File: config.mk
export PLATFORM = sky130hd
export DESIGN_NAME = x300_rx_core
export DESIGN_NICKNAME = d
export VERILOG_FILES = /design/src/hdl/rx_core_pkg.sv /design/src/hdl/word_read_if.sv /design/src/hdl/sample_credit_if.sv /design/src/hdl/x300_rx_core.sv /design/src/hdl/packetizer.sv /design/src/hdl/sample_buffer.sv /design/src/hdl/rx_frontend.sv
export SDC_FILE = /design/constraint.sdc
export NUM_CORES = 2
export LEC_CHECK = 0
export ABC_AREA = 1
export ABC_CLOCK_PERIOD_IN_PS = 19600
export BUFFER_PORTS_ARGS = -buffer_cell sky130_fd_sc_hd__buf_2
export CORE_MARGIN = 5
export CORE_UTILIZATION = 51
export CTS_CLUSTER_DIAMETER = 60
export CTS_CLUSTER_SIZE = 12
export DETAILED_ROUTE_END_ITERATION = 10
export PLACE_DENSITY = 0.63
export SETUP_SLACK_MARGIN = 0.05
export SLEW_MARGIN = 15
export SYNTH_ARGS = -nofsm -noshare
export SYNTH_HDL_FRONTEND = slang
export SYNTH_SLANG_ARGS = --single-unit
File: constraint.sdc
create_clock -name radio_clk -period 19.6 [get_ports radio_clk]
set_input_delay 3.92 -clock radio_clk [delete_from_list [all_inputs] [get_ports radio_clk]]
set_output_delay 3.92 -clock radio_clk [all_outputs]
set_load 0.02 [all_outputs]
File: src/hdl/rx_core_pkg.sv
package rx_core_pkg;

   ////////////////////////////////////////
   // datapath widths
   ////////////////////////////////////////

   // one adc sample, i and q packed
   typedef logic [31:0] sample_t;

   // stream word: two samples or one time value
   typedef logic [63:0] word_t;

   // sample-time count
   typedef logic [63:0] time_t;

   ////////////////////////////////////////
   // packetizer fsm
   ////////////////////////////////////////

   typedef enum logic [1:0] {
      ST_IDLE    = 2'd0,   // waiting for a head word
      ST_HEADER  = 2'd1,   // time beat on the bus
      ST_PAYLOAD = 2'd2    // sample words on the bus
   } pkt_state_t;

endpackage
File: src/hdl/word_read_if.sv
`timescale 1ns/1ps

interface word_read_if import rx_core_pkg::*; ();

   logic  valid;      // fifo not empty
   word_t word;       // head entry
   time_t word_time;  // head entry time
   logic  pop;        // take the head, only while valid

   modport buffer (
      output valid, word, word_time,
      input  pop
   );

   modport consumer (
      input  valid, word, word_time,
      output pop
   );

endinterface

File: src/hdl/sample_credit_if.sv
`timescale 1ns/1ps

interface sample_credit_if import rx_core_pkg::*; ();

   logic  push;           // word valid this cycle, only with credit
   word_t word;           // two samples, first one low
   time_t word_time;      // time of the lower sample
   logic  credit_return;  // one slot freed in the buffer

   // front end side
   modport producer (
      output push, word, word_time,
      input  credit_return
   );

   // fifo side, accepts every push
   modport buffer (
      input  push, word, word_time,
      output credit_return
   );

endinterface

File: src/hdl/x300_rx_core.sv
`timescale 1ns/1ps

module x300_rx_core import rx_core_pkg::*; #(
   parameter int BUFF_DEPTH_LOG2 = 4,  // input buffer, log2 words
   parameter int PKT_WORDS       = 8   // payload words per packet
) (
   input  logic    radio_clk,
   input  logic    i_rst_n,
   input  sample_t i_rx,
   input  logic    i_rx_stb,
   input  logic    i_pps,
   input  logic    i_tready,
   output word_t   o_tdata,
   output logic    o_tvalid,
   output logic    o_tlast,
   output logic    o_overflow
);

   sample_credit_if credit_bus ();  // front end -> buffer
   word_read_if     read_bus ();    // buffer -> packetizer

   ////////////////////////////////////////
   // receive channel
   ////////////////////////////////////////

   rx_frontend #(
      .BUFF_DEPTH_LOG2(BUFF_DEPTH_LOG2)
   ) frontend_i (
      .radio_clk (radio_clk),
      .i_rst_n   (i_rst_n),
      .i_rx      (i_rx),
      .i_rx_stb  (i_rx_stb),
      .i_pps     (i_pps),
      .o_overflow(o_overflow),
      .src       (credit_bus.producer)
   );

   sample_buffer #(
      .BUFF_DEPTH_LOG2(BUFF_DEPTH_LOG2)
   ) buffer_i (
      .radio_clk(radio_clk),
      .i_rst_n  (i_rst_n),
      .wr       (credit_bus.buffer),
      .rd       (read_bus.buffer)
   );

   packetizer #(
      .PKT_WORDS(PKT_WORDS)
   ) packetizer_i (
      .radio_clk(radio_clk),
      .i_rst_n  (i_rst_n),
      .rd       (read_bus.consumer),
      .o_tdata  (o_tdata),
      .o_tvalid (o_tvalid),
      .o_tlast  (o_tlast),
      .i_tready (i_tready)
   );

endmodule

File: src/hdl/packetizer.sv
`timescale 1ns/1ps

module packetizer import rx_core_pkg::*; #(
   parameter int PKT_WORDS = 8
) (
   input  logic          radio_clk,
   input  logic          i_rst_n,
   word_read_if.consumer rd,
   output word_t         o_tdata,
   output logic          o_tvalid,
   output logic          o_tlast,
   input  logic          i_tready
);

   localparam int CNT_W = $clog2(PKT_WORDS + 1);

   pkt_state_t       state;
   logic [CNT_W-1:0] beat_cnt;   // payload words loaded so far
   logic             out_free;   // output register may take a new beat
   logic             last_word;

   assign out_free  = ~o_tvalid | i_tready;
   assign last_word = (beat_cnt == CNT_W'(PKT_WORDS - 1));

   // a payload word leaves the fifo when it enters the output register
   assign rd.pop = (state != ST_IDLE) & out_free & rd.valid;

   ////////////////////////////////////////
   // header/payload fsm
   ////////////////////////////////////////

   always_ff @(posedge radio_clk or negedge i_rst_n) begin
      if (!i_rst_n) begin
         state    <= ST_IDLE;
         beat_cnt <= '0;
         o_tvalid <= 1'b0;
         o_tlast  <= 1'b0;
      end else if (out_free) begin
         case (state)
            ST_IDLE: begin
               o_tlast  <= 1'b0;
               o_tvalid <= rd.valid;  // header from the head word's time
               beat_cnt <= '0;
               if (rd.valid) state <= ST_HEADER;
            end
            ST_HEADER, ST_PAYLOAD: begin
               o_tvalid <= rd.valid;  // bubble if the fifo ran dry
               if (rd.valid) begin
                  o_tlast  <= last_word;
                  beat_cnt <= beat_cnt + 1'b1;
                  state    <= last_word ? ST_IDLE : ST_PAYLOAD;
               end
            end
            default: state <= ST_IDLE;
         endcase
      end
   end

   // beat data, held while stalled
   always_ff @(posedge radio_clk) begin
      if (out_free && rd.valid) begin
         o_tdata <= (state == ST_IDLE) ? rd.word_time : rd.word;
      end
   end

endmodule

File: src/hdl/sample_buffer.sv
`timescale 1ns/1ps

module sample_buffer import rx_core_pkg::*; #(
   parameter int BUFF_DEPTH_LOG2 = 4
) (
   input  logic            radio_clk,
   input  logic            i_rst_n,
   sample_credit_if.buffer wr,
   word_read_if.buffer     rd
);

   localparam int DEPTH = 2**BUFF_DEPTH_LOG2;

   word_t                      mem_word [DEPTH];
   time_t                      mem_time [DEPTH];
   logic [BUFF_DEPTH_LOG2-1:0] wr_ptr, rd_ptr;   // wrap naturally
   logic [BUFF_DEPTH_LOG2:0]   count;            // 0..DEPTH
   logic                       do_pop;

   assign do_pop = rd.pop & rd.valid;

   // storage, written on every push
   always_ff @(posedge radio_clk) begin
      if (wr.push) begin
         mem_word[wr_ptr] <= wr.word;
         mem_time[wr_ptr] <= wr.word_time;
      end
   end

   always_ff @(posedge radio_clk or negedge i_rst_n) begin
      if (!i_rst_n) begin
         wr_ptr           <= '0;
         rd_ptr           <= '0;
         count            <= '0;
         wr.credit_return <= 1'b0;
      end else begin
         if (wr.push) wr_ptr <= wr_ptr + 1'b1;
         if (do_pop)  rd_ptr <= rd_ptr + 1'b1;
         case ({wr.push, do_pop})
            2'b10:   count <= count + 1'b1;
            2'b01:   count <= count - 1'b1;
            default: count <= count;
         endcase
         wr.credit_return <= do_pop;  // slot back to the front end next cycle
      end
   end

   // head entry shown straight from the array
   assign rd.valid     = (count != '0);
   assign rd.word      = mem_word[rd_ptr];
   assign rd.word_time = mem_time[rd_ptr];

endmodule

File: src/hdl/rx_frontend.sv
`timescale 1ns/1ps

module rx_frontend import rx_core_pkg::*; #(
   parameter int BUFF_DEPTH_LOG2 = 4
) (
   input  logic             radio_clk,
   input  logic             i_rst_n,
   input  sample_t          i_rx,
   input  logic             i_rx_stb,
   input  logic             i_pps,       // async, from the connector
   output logic             o_overflow,  // sticky until reset
   sample_credit_if.producer src
);

   localparam int CREDITS = 2**BUFF_DEPTH_LOG2;  // one per buffer slot
   localparam int CW      = BUFF_DEPTH_LOG2 + 1;

   logic          pps_meta, pps_sync, pps_dly;
   logic          pps_edge;
   time_t         time_cnt;
   logic          have_low;     // lower half of the pair is held
   sample_t       low_sample;
   time_t         low_time;
   logic          word_done;
   logic [CW-1:0] credit_cnt;

   ////////////////////////////////////////
   // pps sync and edge detect
   ////////////////////////////////////////

   always_ff @(posedge radio_clk or negedge i_rst_n) begin
      if (!i_rst_n) begin
         pps_meta <= 1'b0;
         pps_sync <= 1'b0;
         pps_dly  <= 1'b0;
      end else begin
         pps_meta <= i_pps;     // may go metastable
         pps_sync <= pps_meta;
         pps_dly  <= pps_sync;  // edge register
      end
   end

   assign pps_edge = pps_sync & ~pps_dly;  // clear lands on the third edge

   // sample time, one tick per strobe
   always_ff @(posedge radio_clk or negedge i_rst_n) begin
      if (!i_rst_n) begin
         time_cnt <= '0;
      end else if (pps_edge) begin
         time_cnt <= '0;  // next strobe gets time 0
      end else if (i_rx_stb) begin
         time_cnt <= time_cnt + 1'b1;
      end
   end

   ////////////////////////////////////////
   // sample pairing
   ////////////////////////////////////////

   always_ff @(posedge radio_clk or negedge i_rst_n) begin
      if (!i_rst_n) begin
         have_low <= 1'b0;
      end else if (i_rx_stb) begin
         have_low <= ~have_low;
      end
   end

   // first sample of the pair and its time
   always_ff @(posedge radio_clk) begin
      if (i_rx_stb && !have_low) begin
         low_sample <= i_rx;
         low_time   <= time_cnt;
      end
   end

   assign word_done     = i_rx_stb & have_low;       // every second strobe
   assign src.push      = word_done & (credit_cnt != '0);
   assign src.word      = {i_rx, low_sample};        // first sample low
   assign src.word_time = low_time;

   ////////////////////////////////////////
   // credits and overflow
   ////////////////////////////////////////

   always_ff @(posedge radio_clk or negedge i_rst_n) begin
      if (!i_rst_n) begin
         credit_cnt <= CW'(CREDITS);  // buffer starts empty
         o_overflow <= 1'b0;
      end else begin
         case ({src.push, src.credit_return})
            2'b10:   credit_cnt <= credit_cnt - 1'b1;
            2'b01:   credit_cnt <= credit_cnt + 1'b1;
            default: credit_cnt <= credit_cnt;  // none, or push and return together
         endcase
         if (word_done && credit_cnt == '0) begin
            o_overflow <= 1'b1;  // word dropped, radio can't stall
         end
      end
   end

endmodule

==> results.cfg <==
[power_and_ir_drop]
p_leak_nw = 35.7
cellPowerDensity_nw_per_um2 = 148
finalPower_mw = 15.0
irDropWorstVdd_v = 0.000127

[timing]
tns_ns = 0
hold_ws_ns = 0.347
final_hold_viol_count = 0
slew_headroom_pct = 11.0
timing.fmax_mhz = 134
rsz0062_at_grt = no
fin_crit_sh_pct = 38.0
post-route-min-period_ns = 7.45
skew_ns = 0.0486
drv_slew = 0
worst_pin_slew_ns = 1.33
finalSetupViolCount = 0

[drt]
drc = 0
totalWireLength_um = 245000
drt_iter0_drc = 6414
drtPass1Iterations = 5
via_per_inst = 5.71
drtAntennaViolNets = 0
wl_per_cell_um = 23.7
vias = 59000

[job]
max_cap_viol_count = 0

[cts]
cts_resized = 0
clockBufferDepth = 3
clk_latency_ns = 0.86
cts_max_level = 4
hold_buffers = 0
clk_pin_slew_ns = 0.05
root_buffer = clkbuf_16
numCtsBuffers = 214
cts_tree = built
cts_setup_buffers = 0
clkSinkCount = 2304

[final_layout]
layout-drive-gt1-share_pct = 6.56
utilization_pct = 55.7
final_area_um2 = 102000
area_delta_synth_final_pct = 8.92
fill_cells = 14900
nNetsFinal = 7924

[setup_path]
crit_path_top_delay_cell = buf_4
crit_buf_inv = 5
cp-start-kind = input pin
critPathMaxStageDelay_ns = 0.93
end_kind = register
ff2ff_setup_slack_ns = 14.02
path_class = in -> reg
cp.arrival_ns = 7.91
path_delay_family = buffers and inverters
required_ns = 20.07
worstRegToRegCells = 12
r2r-start = buffer_i.rd_ptr[0]$_DFFE_PN0P_
path_common_cell = nand2_1
r2r-end = packetizer_i.o_tdata[40]$_DFFE_PP_
worstPathMaxFanout = 53
crit_chain = buf_2, nand2_1, inv_1, nand2_1, inv_1, nand2_1, nor2_4, buf_4, buf_4

[yosys]
synth-seq-cells = 2304
ys_seq_area_share_pct = 73.7
syn_avg_cell_area_um2 = 11.8
synth_area_um2 = 93300
ys_types = 41
synthesis.nets = 7972
yosysWarnings = 0
netlist_instances = 7917

[grt]
track_usage_pct = 25.3
grt_max_degree = 241
antenna_found_initial = 9
overflow = 0
grt_pass1_wl_um = 365000
grt_pass1_vias = 56100

[floorplan]
pin_count = 104
die_area_um2 = 192000
die_y_um = 438
die_w_um = 438
initial_core_util_pct = 51.1
core_area_um2 = 182000
row_count = 157

[place]
dpl_cell_area_um2 = 95700
port-buffer-count = 103
place.gp.congestion = 0.858
dp_hpwl_um = 130000

[hold_path]
hold_depth = 0
hp-class = reg -> reg
min-delay-start = frontend_i.pps_meta$_DFF_PN0_
min_to = frontend_i.pps_sync$_DFF_PN0_

[status]
status = finished, final reports clean
area by class of cell:
cell class,count,area [um2],area share (%)
clock buffer,267,5550,5.47
sequential,2304,68700,67.6
clock inverter,26,389,0.383
timing repair buffer,185,1280,1.26
inverter,230,905,0.890
tap,2385,2980,2.94
multi-input combinational,4934,21800,21.4
antenna,6,15.0,0.0148
cells in the final DEF, fill, tap and decap left out, types with 5 or more instances in the layout:
master,synthesis,routed
clkinv_8,0,8
nor3_1,12,12
nor2_1,1864,1847
nor2_2,5,5
nand4_1,10,10
o21ai_1,129,129
o211ai_2,60,60
inv_1,226,223
buf_4,29,71
o21bai_1,7,7
buf_12,0,12
clkinv_2,0,5
clkbuf_16,0,214
o21ai_0,929,929
edfxtp_1,2208,2208
xor2_1,13,13
buf_2,162,102
a21oi_1,35,35
nand3_1,433,433
dfrtp_1,95,91
nor2_4,0,17
o211ai_1,69,69
clkbuf_1,211,53
diode_2,0,6
nor3b_1,5,5
ha_1,17,16
nand2_1,1325,1325
cells by family (layout without fill, tap and decap cells):
| kind of cell | after synthesis | count (layout) | share of synthesized area [%] |
|---|---|---|---|
| AO/OA/AOI/OAI | 1241 | 1241 | 7.38 |
| flip-flops | 2304 | 2304 | 73.7 |
| adder cells (fa/ha/maj) | 18 | 18 | 0.249 |
| XOR/XNOR | 15 | 15 | 0.141 |
| buffers and inverters | 679 | 708 | 3.17 |
| other | 0 | 6 | 0 |
| AND/OR/NAND/NOR | 3660 | 3660 | 15.4 |
metrics by stage:
stage	setup WS [ns]	cells
5_1_grt	11.99	10300
3_5_place_dp	11.22	10000
6_report	12.15	10300
2_1_floorplan	9.09	7917
3_3_place_gp	11.24	10000
4_1_cts	12.16	10300
synth_stat cells (all sizes together):
cell     count  area share [%]
a21boi       1          0.0081
a21oi       35            0.19
a2bb2oi      2           0.019
a31oi        2           0.013
a32o         2           0.021
and2         3           0.020
and3         2           0.013
buf        238             1.4
clkbuf     211            0.85
clkinv       1          0.0040
dfrtp       95             2.5
dfstp        1           0.028
edfxtp    2208              71
fa           1           0.021
ha          17            0.23
inv        229            0.92
nand2     1325             5.3
nand3      433             2.3
nand4       10           0.067
nor2      1869             7.5
nor3        12           0.064
nor3b        5           0.040
o211ai     129             1.4
o21a         2           0.016
o21ai     1058             5.7
o21bai       7           0.056
o221ai       1          0.0094
o22a         1          0.0094
o22ai        1          0.0067
or2          1          0.0067
xnor2        2           0.019
xor2        13            0.12
worst register-to-register path: cells and delay by family (launching register included):
kind,cells,cell delay [ns]
buffers and inverters,4,3.26
flip-flops,1,0.76
AO/OA/AOI/OAI,1,0.10
AND/OR/NAND/NOR,7,1.29
flip-flops by register name (all words and copies together) (netlist names), 5 cells and up:
name	cells
buffer_i.count	5
buffer_i.mem_time	1024
buffer_i.mem_word	1024
frontend_i.credit_cnt	5
frontend_i.low_sample	32
frontend_i.src.word_time	64
frontend_i.time_cnt	64
packetizer_i.o_tdata	64
routing by layer:
| layer | up-vias | global-route usage [%] | part of all wire (%) |
|---|---|---|---|
| li1 | 27300 | - | - |
| met1 | 29200 | 35.9 | 42 |
| met2 | 2110 | 40.8 | 48 |
| met3 | 364 | 3.86 | 6.9 |
| met4 | 2 | 7.88 | 3.0 |
| met5 | - | 0 | 0.0053 |
report_power, final:
group | internal, mW | switching (mW)
sequential | 6.00 | 0.366
clock | 1.98 | 1.76
combinational | 1.28 | 3.63
total | 9.27 | 5.75
worst max-delay path by stage:
stage	end	cells after the start	start	slack [ns]
finish	buffer_i.mem_time[8][50]$_DFFE_PP_	9	i_rx_stb	12.15
detailed placement	buffer_i.mem_time[8][55]$_DFFE_PP_	9	i_rx_stb	11.22
global route	buffer_i.mem_time[8][43]$_DFFE_PP_	9	i_rx_stb	11.99
global placement	buffer_i.mem_time[8][55]$_DFFE_PP_	9	i_rx_stb	11.24
CTS	buffer_i.mem_time[8][50]$_DFFE_PP_	9	i_rx_stb	12.16
floorplan	buffer_i.mem_time[11][0]$_DFFE_PP_	7	i_rx_stb	9.09
(Power assumes the default switching activity.)
